==> config.mk <==
export PLATFORM = sky130hd
export DESIGN_NAME = sha256_top
export DESIGN_NICKNAME = d
export VERILOG_FILES = /design/src/hdl/sha256_pkg.sv /design/src/hdl/step_counter.sv /design/src/hdl/sha256_control.sv /design/src/hdl/message_loader.sv /design/src/hdl/schedule_unit.sv /design/src/hdl/compression_core.sv /design/src/hdl/sha256_top.sv
export SDC_FILE = /design/constraint.sdc
export NUM_CORES = 2
export LEC_CHECK = 0
export BUFFER_PORTS_ARGS = -buffer_cell sky130_fd_sc_hd__buf_2
export CORE_UTILIZATION = 60
export CTS_CLUSTER_SIZE = 25
export DETAILED_ROUTE_END_ITERATION = 8
export GPL_ROUTABILITY_DRIVEN = 0
export PLACE_DENSITY = 0.76
export SYNTH_ARGS = -nofsm -noshare
export SYNTH_HDL_FRONTEND = slang
export SYNTH_SLANG_ARGS = --single-unit
==> constraint.sdc <==
create_clock -name clk -period 20.4 [get_ports clk]
set_input_delay 3.06 -clock clk [delete_from_list [all_inputs] [get_ports clk]]
set_output_delay 3.06 -clock clk [all_outputs]
set_load 0.02 [all_outputs]
==> src/hdl/sha256_pkg.sv <==
// --------------------
// SHA-256 engine types, constants and round functions
// --------------------
`default_nettype none

package sha256_pkg;

	typedef logic [31:0]  word_t;
	typedef logic [7:0]   byte_t;
	typedef logic [511:0] block_t;
	typedef logic [5:0]   round_idx_t;

	localparam int ROUNDS       = 64;
	localparam int DIGEST_WORDS = 8;
	localparam int SCHED_WORDS  = 16;

	// One-cycle phase strobes
	typedef struct packed {
		logic h_valid;
		logic msg_valid;
		logic pad;
		logic init;
		logic round;
		logic accum;
		logic clear;
	} ctrl_t;

	typedef enum logic [2:0] {
		IDLE,
		LOAD_H,
		LOAD_MSG,
		PAD,
		ROUND,
		ACCUM,
		WRITE
	} state_t;

	function automatic word_t rotr(input word_t x, input int n);
		return (x >> n) | (x << (32 - n));
	endfunction

	function automatic word_t ssig0(input word_t x);
		return rotr(x, 7) ^ rotr(x, 18) ^ (x >> 3);
	endfunction

	function automatic word_t ssig1(input word_t x);
		return rotr(x, 17) ^ rotr(x, 19) ^ (x >> 10);
	endfunction

	function automatic word_t bsig0(input word_t x);
		return rotr(x, 2) ^ rotr(x, 13) ^ rotr(x, 22);
	endfunction

	function automatic word_t bsig1(input word_t x);
		return rotr(x, 6) ^ rotr(x, 11) ^ rotr(x, 25);
	endfunction

	function automatic word_t ch(input word_t x, input word_t y, input word_t z);
		return (x & y) ^ (~x & z);
	endfunction

	function automatic word_t maj(input word_t x, input word_t y, input word_t z);
		return (x & y) ^ (x & z) ^ (y & z);
	endfunction

endpackage

`default_nettype wire

==> src/hdl/step_counter.sv <==
// --------------------
// Shared address and round index counter
// --------------------
`timescale 1ns/1ps
`default_nettype none

module step_counter import sha256_pkg::*; (
	input  wire        clk,
	input  wire        rst,
	input  wire        clr,
	input  wire        inc,
	output round_idx_t count
);

	// Clear wins over increment
	always_ff @(posedge clk)
	begin
		if (rst || clr)
			count <= '0;
		else if (inc)
			count <= count + 1'b1;
	end

endmodule

`default_nettype wire

==> src/hdl/sha256_control.sv <==
// --------------------
// SHA-256 phase FSM
// Sequences memory reads, padding, rounds and digest writes
// --------------------
`timescale 1ns/1ps
`default_nettype none

module sha256_control import sha256_pkg::*; #(
	parameter int MAX_MSG_LEN = 55,
	localparam int LEN_W = $clog2(MAX_MSG_LEN + 1)
) (
	input  wire             clk,
	input  wire             rst,
	input  wire             go,
	input  wire [LEN_W-1:0] msg_length,
	input  wire round_idx_t count,
	output ctrl_t           ctrl,
	output logic            count_clr,
	output logic            count_inc,
	output logic            finish,
	output logic            msg_enable,
	output logic            kmem_enable,
	output logic            hmem_enable,
	output logic            dom_enable,
	output logic            dom_write
);

	state_t state;
	state_t state_nxt;
	logic [LEN_W-1:0] len_q;
	logic last;

	// Exit test and successor for each phase
	always_comb
	begin
		last = 1'b0;
		state_nxt = IDLE;
		case (state)
			LOAD_H:
			begin
				last = (count == round_idx_t'(DIGEST_WORDS - 1));
				state_nxt = (len_q == '0) ? PAD : LOAD_MSG;
			end
			LOAD_MSG:
			begin
				last = (count == round_idx_t'(len_q - 1'b1));
				state_nxt = PAD;
			end
			PAD:
			begin
				last = (count == round_idx_t'(1));
				state_nxt = ROUND;
			end
			ROUND:
			begin
				last = (count == round_idx_t'(ROUNDS - 1));
				state_nxt = ACCUM;
			end
			ACCUM:
			begin
				last = (count == round_idx_t'(1));
				state_nxt = WRITE;
			end
			WRITE:
			begin
				last = (count == round_idx_t'(DIGEST_WORDS - 1));
				state_nxt = IDLE;
			end
			default:
			begin
				last = go;
				state_nxt = LOAD_H;
			end
		endcase
		if (!last)
			state_nxt = state;
	end

	assign count_clr   = last;
	assign count_inc   = (state != IDLE);
	assign finish      = (state == IDLE);
	assign hmem_enable = (state == LOAD_H);
	assign msg_enable  = (state == LOAD_MSG);
	assign kmem_enable = (state == ROUND);
	assign dom_enable  = (state == WRITE);
	assign dom_write   = (state == WRITE);

	// Strobes trail the read enables by the memory latency
	always_ff @(posedge clk)
	begin
		if (rst)
		begin
			state <= IDLE;
			len_q <= '0;
			ctrl  <= '0;
		end
		else
		begin
			state <= state_nxt;
			if ((state == IDLE) && go)
				len_q <= msg_length;
			ctrl.clear     <= (state == IDLE) && go;
			ctrl.h_valid   <= hmem_enable;
			ctrl.msg_valid <= msg_enable;
			ctrl.pad       <= (state == PAD) && (count == '0);
			ctrl.round     <= kmem_enable;
			ctrl.init      <= kmem_enable && (count == '0);
			ctrl.accum     <= (state == ACCUM) && (count == '0);
		end
	end

endmodule

`default_nettype wire

==> src/hdl/message_loader.sv <==
// --------------------
// Message block builder
// Packs bytes big-endian and appends the SHA-256 padding
// --------------------
`timescale 1ns/1ps
`default_nettype none

module message_loader import sha256_pkg::*; #(
	parameter int MAX_MSG_LEN = 55,
	localparam int LEN_W = $clog2(MAX_MSG_LEN + 1)
) (
	input  wire             clk,
	input  wire             rst,
	input  wire ctrl_t      ctrl,
	input  wire [LEN_W-1:0] msg_length,
	input  wire round_idx_t slot,
	input  wire byte_t      msg_data,
	output block_t          block
);

	logic [LEN_W-1:0] len_q;
	round_idx_t slot_q;
	logic [8:0] byte_lsb;
	logic [8:0] mark_lsb;

	always_ff @(posedge clk)
	begin
		if (rst)
			len_q <= '0;
		else if (ctrl.clear)
			len_q <= msg_length;
	end

	// Byte n sits at bits 511-8n down to 504-8n
	assign byte_lsb = 9'd504 - {slot_q, 3'b000};
	assign mark_lsb = 9'd504 - {round_idx_t'(len_q), 3'b000};

	always_ff @(posedge clk)
	begin
		// Address of the byte now returning
		slot_q <= slot;
		if (ctrl.clear)
			block <= '0;
		else if (ctrl.msg_valid)
			block[byte_lsb +: 8] <= msg_data;
		else if (ctrl.pad)
		begin
			block[mark_lsb +: 8] <= 8'h80;
			block[63:0] <= 64'(len_q) << 3;
		end
	end

endmodule

`default_nettype wire

==> src/hdl/schedule_unit.sv <==
// --------------------
// Message schedule window
// Yields W[t] for each round from a 16-word shift window
// --------------------
`timescale 1ns/1ps
`default_nettype none

module schedule_unit import sha256_pkg::*; (
	input  wire        clk,
	input  wire        rst,
	input  wire ctrl_t ctrl,
	input  wire block_t block,
	output word_t      w
);

	// Index 15 is the oldest word, W[t-16]
	word_t [SCHED_WORDS-1:0] win_q;
	word_t w_new;
	logic load_q;

	always_ff @(posedge clk)
	begin
		if (rst)
			load_q <= 1'b0;
		else
			load_q <= ctrl.pad;
	end

	// W[t-2], W[t-7], W[t-15], W[t-16]
	assign w_new = ssig1(win_q[1]) + win_q[6] + ssig0(win_q[14]) + win_q[15];

	always_ff @(posedge clk)
	begin
		if (load_q)
			win_q <= block;
		else if (ctrl.round)
			win_q <= {win_q[SCHED_WORDS-2:0], w_new};
	end

	assign w = win_q[SCHED_WORDS-1];

endmodule

`default_nettype wire

==> src/hdl/compression_core.sv <==
// --------------------
// SHA-256 compression rounds and hash word store
// --------------------
`timescale 1ns/1ps
`default_nettype none

module compression_core import sha256_pkg::*; (
	input  wire             clk,
	input  wire             rst,
	input  wire ctrl_t      ctrl,
	input  wire word_t      hmem_data,
	input  wire word_t      k,
	input  wire word_t      w,
	input  wire round_idx_t slot,
	output word_t           dom_data
);

	// Index 0 is a (or H0), index 7 is h (or H7)
	word_t [DIGEST_WORDS-1:0] h_q;
	word_t [DIGEST_WORDS-1:0] v_q;
	word_t [DIGEST_WORDS-1:0] src;
	word_t [DIGEST_WORDS-1:0] v_nxt;
	word_t t1;
	word_t t2;

	// --------------------
	// Round datapath
	// --------------------
	always_comb
	begin
		// First round starts straight from the hash words
		src = ctrl.init ? h_q : v_q;
		t1 = src[7] + bsig1(src[4]) + ch(src[4], src[5], src[6]) + k + w;
		t2 = bsig0(src[0]) + maj(src[0], src[1], src[2]);
		v_nxt = {src[6:4], src[3] + t1, src[2:0], t1 + t2};
	end

	always_ff @(posedge clk)
	begin
		if (ctrl.round)
			v_q <= v_nxt;
	end

	// --------------------
	// Hash words
	// --------------------
	always_ff @(posedge clk)
	begin
		if (rst)
			h_q <= '0;
		else if (ctrl.h_valid)
			// Words arrive in address order and shift down
			h_q <= {hmem_data, h_q[DIGEST_WORDS-1:1]};
		else if (ctrl.accum)
		begin
			for (int i = 0; i < DIGEST_WORDS; i++)
				h_q[i] <= h_q[i] + v_q[i];
		end
	end

	assign dom_data = h_q[slot[2:0]];

endmodule

`default_nettype wire

==> src/hdl/sha256_top.sv <==
// --------------------
// Single-block SHA-256 engine top level
// --------------------
`timescale 1ns/1ps
`default_nettype none

module sha256_top import sha256_pkg::*; #(
	parameter int MAX_MSG_LEN = 55,
	localparam int LEN_W = $clog2(MAX_MSG_LEN + 1),
	localparam int ADDR_W = (MAX_MSG_LEN > 1) ? $clog2(MAX_MSG_LEN) : 1
) (
	input  wire              clk,
	input  wire              rst,
	input  wire              go,
	input  wire [LEN_W-1:0]  msg_length,
	input  wire byte_t       msg_data,
	input  wire word_t       kmem_data,
	input  wire word_t       hmem_data,
	output logic             finish,
	output logic             msg_enable,
	output logic [ADDR_W-1:0] msg_address,
	output logic             kmem_enable,
	output round_idx_t       kmem_address,
	output logic             hmem_enable,
	output logic [2:0]       hmem_address,
	output logic             dom_enable,
	output logic             dom_write,
	output logic [2:0]       dom_address,
	output word_t            dom_data
);

	ctrl_t ctrl;
	logic count_clr;
	logic count_inc;
	round_idx_t count;
	block_t block;
	word_t w;

	// One counter addresses every memory in turn
	assign msg_address  = count[ADDR_W-1:0];
	assign kmem_address = count;
	assign hmem_address = count[2:0];
	assign dom_address  = count[2:0];

	sha256_control #(
		.MAX_MSG_LEN(MAX_MSG_LEN)
	) u_control (
		.clk         (clk),
		.rst         (rst),
		.go          (go),
		.msg_length  (msg_length),
		.count       (count),
		.ctrl        (ctrl),
		.count_clr   (count_clr),
		.count_inc   (count_inc),
		.finish      (finish),
		.msg_enable  (msg_enable),
		.kmem_enable (kmem_enable),
		.hmem_enable (hmem_enable),
		.dom_enable  (dom_enable),
		.dom_write   (dom_write)
	);

	step_counter u_counter (
		.clk   (clk),
		.rst   (rst),
		.clr   (count_clr),
		.inc   (count_inc),
		.count (count)
	);

	message_loader #(
		.MAX_MSG_LEN(MAX_MSG_LEN)
	) u_loader (
		.clk        (clk),
		.rst        (rst),
		.ctrl       (ctrl),
		.msg_length (msg_length),
		.slot       (count),
		.msg_data   (msg_data),
		.block      (block)
	);

	schedule_unit u_schedule (
		.clk   (clk),
		.rst   (rst),
		.ctrl  (ctrl),
		.block (block),
		.w     (w)
	);

	compression_core u_core (
		.clk       (clk),
		.rst       (rst),
		.ctrl      (ctrl),
		.hmem_data (hmem_data),
		.k         (kmem_data),
		.w         (w),
		.slot      (count),
		.dom_data  (dom_data)
	);

endmodule

`default_nettype wire

==> impl_metrics.prom <==
# TYPE chip_impl_metric gauge
chip_impl_info{name="run_status",value="complete, but fails checks"} 1
chip_impl_info{name="violations",value="capacitance limit, slew limit"} 1
chip_impl_info{name="worst_setup_path_end_kind",value="register"} 1
chip_impl_metric{name="p_total",unit="mW"} 8.33
chip_impl_info{name="crit-reg2reg-launch",value="u_control.ctrl[3]$_SDFF_PP0_"} 1
chip_impl_metric{name="die_w",unit="um"} 391
chip_impl_metric{name="largest_net_degree_at_the_start_of_global_routing",unit=""} 246
chip_impl_info{name="category_of_the_worst_setup_path_launch_point",value="register"} 1
chip_impl_metric{name="asyncSetResetFlopFracSynth",unit=""} 0
chip_impl_info{name="top_usage_layer",value="met2"} 1
chip_impl_metric{name="route.final.wire_length",unit="mm"} 280
chip_impl_metric{name="synth_edf_count",unit=""} 768
chip_impl_metric{name="tightestPinTransition",unit="ps"} 1510
chip_impl_metric{name="final-instance-count-excl-fill",unit=""} 10900
chip_impl_metric{name="period_minus_slack",unit="ps"} 10080
chip_impl_metric{name="p_leak",unit="nW"} 37.6
chip_impl_info{name="clock_tree_from_tritoncts",value="yes"} 1
chip_impl_metric{name="worst-r2r-setup-slack",unit="ps"} 10320
chip_impl_metric{name="netlist_instances",unit=""} 8783
chip_impl_metric{name="synth_sequential_area_ratio",unit=""} 0.432
chip_impl_metric{name="clk_pin_slew",unit="ps"} 60
chip_impl_metric{name="syn-num-nets",unit=""} 9438
chip_impl_metric{name="routedWlPerCell",unit="um"} 25.7
chip_impl_info{name="path_class",value="register to register"} 1
chip_impl_metric{name="grt_pass1_vias",unit=""} 70000
chip_impl_metric{name="max-cap-violations",unit=""} 1
chip_impl_metric{name="min_path_cells",unit=""} 2
chip_impl_metric{name="post_synth_instance_area",unit="sq um"} 90600
chip_impl_metric{name="holdBufCountCts",unit=""} 0
chip_impl_metric{name="num-nets-final",unit=""} 9390
chip_impl_metric{name="slew_headroom",unit=""} -0.0207
chip_impl_metric{name="track_usage",unit=""} 0.363
chip_impl_metric{name="antenna_violating_nets_post_route",unit=""} 0
chip_impl_info{name="whs_endpoint",value="u_loader.block[5]$_SDFFE_PP0P_"} 1
chip_impl_metric{name="post_synth.cell_area_avg",unit="sq um"} 10.3
chip_impl_metric{name="die_height",unit="um"} 391
chip_impl_metric{name="grt_pass1_wl",unit="mm"} 422
chip_impl_metric{name="grtUsageMet1",unit=""} 0.450
chip_impl_metric{name="reg2regPathDepth",unit=""} 29
chip_impl_info{name="commonest_non_fill_non_tap_cells_in_the_layout",value="sky130_fd_sc_hd__nor2_1 (1086), sky130_fd_sc_hd__dfxtp_1 (794), sky130_fd_sc_hd__edfxtp_1 (768), sky130_fd_sc_hd__mux2_2 (702), sky130_fd_sc_hd__a21oi_1 (615)"} 1
chip_impl_metric{name="critical_path_peak_fanout",unit=""} 49
chip_impl_metric{name="numPortBuffers",unit=""} 136
chip_impl_info{name="ys.flop_type",value="sky130_fd_sc_hd__dfxtp_1"} 1
chip_impl_metric{name="postcts_setup_bufs",unit=""} 0
chip_impl_metric{name="antenna_found_initial",unit=""} 7
chip_impl_metric{name="cellPowerDensity",unit="nW/um^2"} 84.4
chip_impl_info{name="r2r_end",value="u_core.v_q[30]$_DFFE_PP_"} 1
chip_impl_info{name="holdCritStartpoint",value="u_loader.block[5]$_SDFFE_PP0P_"} 1
chip_impl_metric{name="final-setup-viol-count",unit=""} 0
chip_impl_metric{name="period_share",unit=""} 0.494
chip_impl_metric{name="top_level_ports",unit=""} 137
chip_impl_info{name="layout.cells.most_common",value="sky130_fd_sc_hd__nor2_1"} 1
chip_impl_metric{name="layout-drive-gt1-share",unit=""} 0.149
chip_impl_metric{name="grtUsageMet3",unit=""} 0.0661
chip_impl_metric{name="floorplan.initialDensity",unit=""} 0.605
chip_impl_metric{name="totalNegativeSetupSlack",unit="ps"} 0
chip_impl_info{name="hold_path_class",value="register to register"} 1
chip_impl_metric{name="timing.final.max_slew_violations",unit=""} 5
chip_impl_metric{name="drt-initial-drc-count",unit=""} 7855
chip_impl_metric{name="synthToLayoutAreaGrowth",unit="%"} 9.01
chip_impl_metric{name="post_cts_resized",unit=""} 0
chip_impl_metric{name="ys_ff_latch",unit=""} 1571
chip_impl_metric{name="clock_skew",unit="ps"} 41.4
chip_impl_metric{name="max_freq",unit="MHz"} 99.2
chip_impl_metric{name="routed_via_density",unit=""} 6.54
chip_impl_metric{name="worstSkewPairLatency",unit="ps"} 840
chip_impl_info{name="critical-path-top-cell-by-count",value="sky130_fd_sc_hd__fa_1"} 1
chip_impl_metric{name="first_pass_iters",unit=""} 6
chip_impl_metric{name="worst-endpoint-arrival",unit="ps"} 10690
chip_impl_metric{name="core_area",unit="sq um"} 150000
chip_impl_metric{name="pre_cts_ws",unit="ps"} 9670
chip_impl_metric{name="grt.overflow.total",unit=""} 0
chip_impl_metric{name="remaining_drc_errors",unit=""} 0
chip_impl_metric{name="vias",unit=""} 71300
chip_impl_metric{name="cts_made_buffers",unit=""} 167
chip_impl_metric{name="yosys_warnings",unit=""} 0
chip_impl_metric{name="final.setup.worst_slack",unit="ps"} 10320
chip_impl_metric{name="numPlacedInstances",unit=""} 10600
chip_impl_metric{name="hpwlAfterDp",unit="mm"} 195
chip_impl_metric{name="clock_sink_count",unit=""} 1571
chip_impl_metric{name="die_area",unit="sq um"} 152000
chip_impl_metric{name="synth.lib_cells_used.distinct",unit=""} 97
chip_impl_info{name="critical_path_slowest_stage_cell",value="sky130_fd_sc_hd__mux2i_1"} 1
chip_impl_metric{name="max_stage_delay",unit="ps"} 880
chip_impl_metric{name="std_cell_rows",unit=""} 142
chip_impl_info{name="root_buffer",value="sky130_fd_sc_hd__clkbuf_16"} 1
chip_impl_info{name="rsz0062_at_grt",value="no"} 1
chip_impl_metric{name="clock_path_buffers",unit=""} 3
chip_impl_metric{name="htreeDepth",unit=""} 4
chip_impl_metric{name="power.ir.vdd_worst",unit="mV"} 0.0839
chip_impl_metric{name="global_route.usage.met2",unit=""} 0.578
chip_impl_metric{name="worst_ep_required_time",unit="ps"} 21010
chip_impl_metric{name="final-hold-violation-count",unit=""} 0
flip-flops by register name, indices dropped and copies added, names as in the netlist:
name,count
u_loader.block,512
u_schedule.w,32
u_loader.len_q,6
u_schedule.win_q,480
u_counter.count,6
u_core.v_q,256
u_control.ctrl,7
u_loader.slot_q,6
u_control.state,3
u_control.len_q,6
u_core.h_q,256
u_schedule.load_q,1
synth_stat cells, types with 36 or more instances:
cell type	number	area, sq um
sky130_fd_sc_hd__mux2_2	702	7910
sky130_fd_sc_hd__and3_1	63	394
sky130_fd_sc_hd__a211oi_1	130	976
sky130_fd_sc_hd__xnor2_1	424	3710
sky130_fd_sc_hd__ha_1	379	4740
sky130_fd_sc_hd__fa_1	195	3900
sky130_fd_sc_hd__nor2b_1	79	494
sky130_fd_sc_hd__nand2_1	426	1600
sky130_fd_sc_hd__nand2b_1	42	263
sky130_fd_sc_hd__mux4_2	65	1460
sky130_fd_sc_hd__a21oi_1	615	3080
sky130_fd_sc_hd__edfxtp_1	768	23100
sky130_fd_sc_hd__nor2_1	1087	4080
sky130_fd_sc_hd__o21ai_0	224	1120
sky130_fd_sc_hd__o21bai_1	39	293
sky130_fd_sc_hd__clkbuf_1	359	1350
sky130_fd_sc_hd__buf_1	51	191
sky130_fd_sc_hd__mux2i_1	198	1980
sky130_fd_sc_hd__dfxtp_1	803	16100
sky130_fd_sc_hd__inv_1	435	1630
sky130_fd_sc_hd__nand4_1	41	257
sky130_fd_sc_hd__a21o_1	198	1490
sky130_fd_sc_hd__o211ai_1	36	270
sky130_fd_sc_hd__a31oi_1	44	275
sky130_fd_sc_hd__nor3_1	139	696
sky130_fd_sc_hd__xor2_1	114	998
sky130_fd_sc_hd__a22oi_1	397	2980
sky130_fd_sc_hd__o21ai_1	60	300
sky130_fd_sc_hd__o21a_1	73	548
sky130_fd_sc_hd__nand3_1	159	796
layout make-up:
type,count,area [sq um]
fill,11300,51100
multi-input combinational,6336,48100
sequential,1571,39200
clock buffer,234,4780
tap,2016,2520
inverter,437,1650
timing repair buffer,222,1420
clock inverter,79,1100
antenna,3,7.51
cell families after synthesis:
group | count (synthesis) | share of synthesized area
AND/OR/NAND/NOR | 2175 | 0.106
buffers and inverters | 876 | 0.0373
XOR/XNOR | 541 | 0.0528
multiplexers | 965 | 0.125
AO/OA/AOI/OAI | 2061 | 0.149
adder cells (fa/ha/maj) | 594 | 0.0977
flip-flops | 1571 | 0.432
routing by layer:
metal / share of wire / vias up
li1: - / 31800
met1: 0.37 / 34500
met2: 0.46 / 4024
met3: 0.097 / 926
met4: 0.075 / 12
met5: 0.00036 / -
metrics by stage:
step	hold slack [ps]	instance area (sq um)	utilization
finish	459	98700	0.659
global route	479	98700	0.659
CTS	458	98700	0.659
detailed placement	447	92800	0.620
global placement	446	92800	0.620
floorplan	437	90600	-
how the worst max path moves through the flow:
stage	start	end	cells past startpoint
after floorplan	u_control.ctrl[2]$_SDFF_PP0_	u_schedule.w[0]$_DFFE_PP_	1
after global placement	kmem_data[2]	u_core.v_q[30]$_DFFE_PP_	29
after detailed placement	kmem_data[2]	u_core.v_q[30]$_DFFE_PP_	29
after CTS	u_control.ctrl[3]$_SDFF_PP0_	u_core.v_q[30]$_DFFE_PP_	29
after global routing	u_control.ctrl[3]$_SDFF_PP0_	u_core.v_q[30]$_DFFE_PP_	33
final	u_control.ctrl[3]$_SDFF_PP0_	u_core.v_q[30]$_DFFE_PP_	29
critical path, delay by kind of cell, from the launching register on:
kind / cells / cell delay [ps]
AOI/OAI and AO/OA: 13 / 3470
adders and majority gates: 6 / 2230
buffers and inverters: 3 / 890
DFF: 1 / 740
muxes: 3 / 1440
and+or+nand+nor: 4 / 1020
where the power goes:
part	internal, mW	total (mW)	switching, mW
clock	1.88	3.24	1.36
sequential	3.39	3.46	0.0710
combinational	0.648	1.63	0.987
Note: power is estimated with default switching activity, not from simulation.
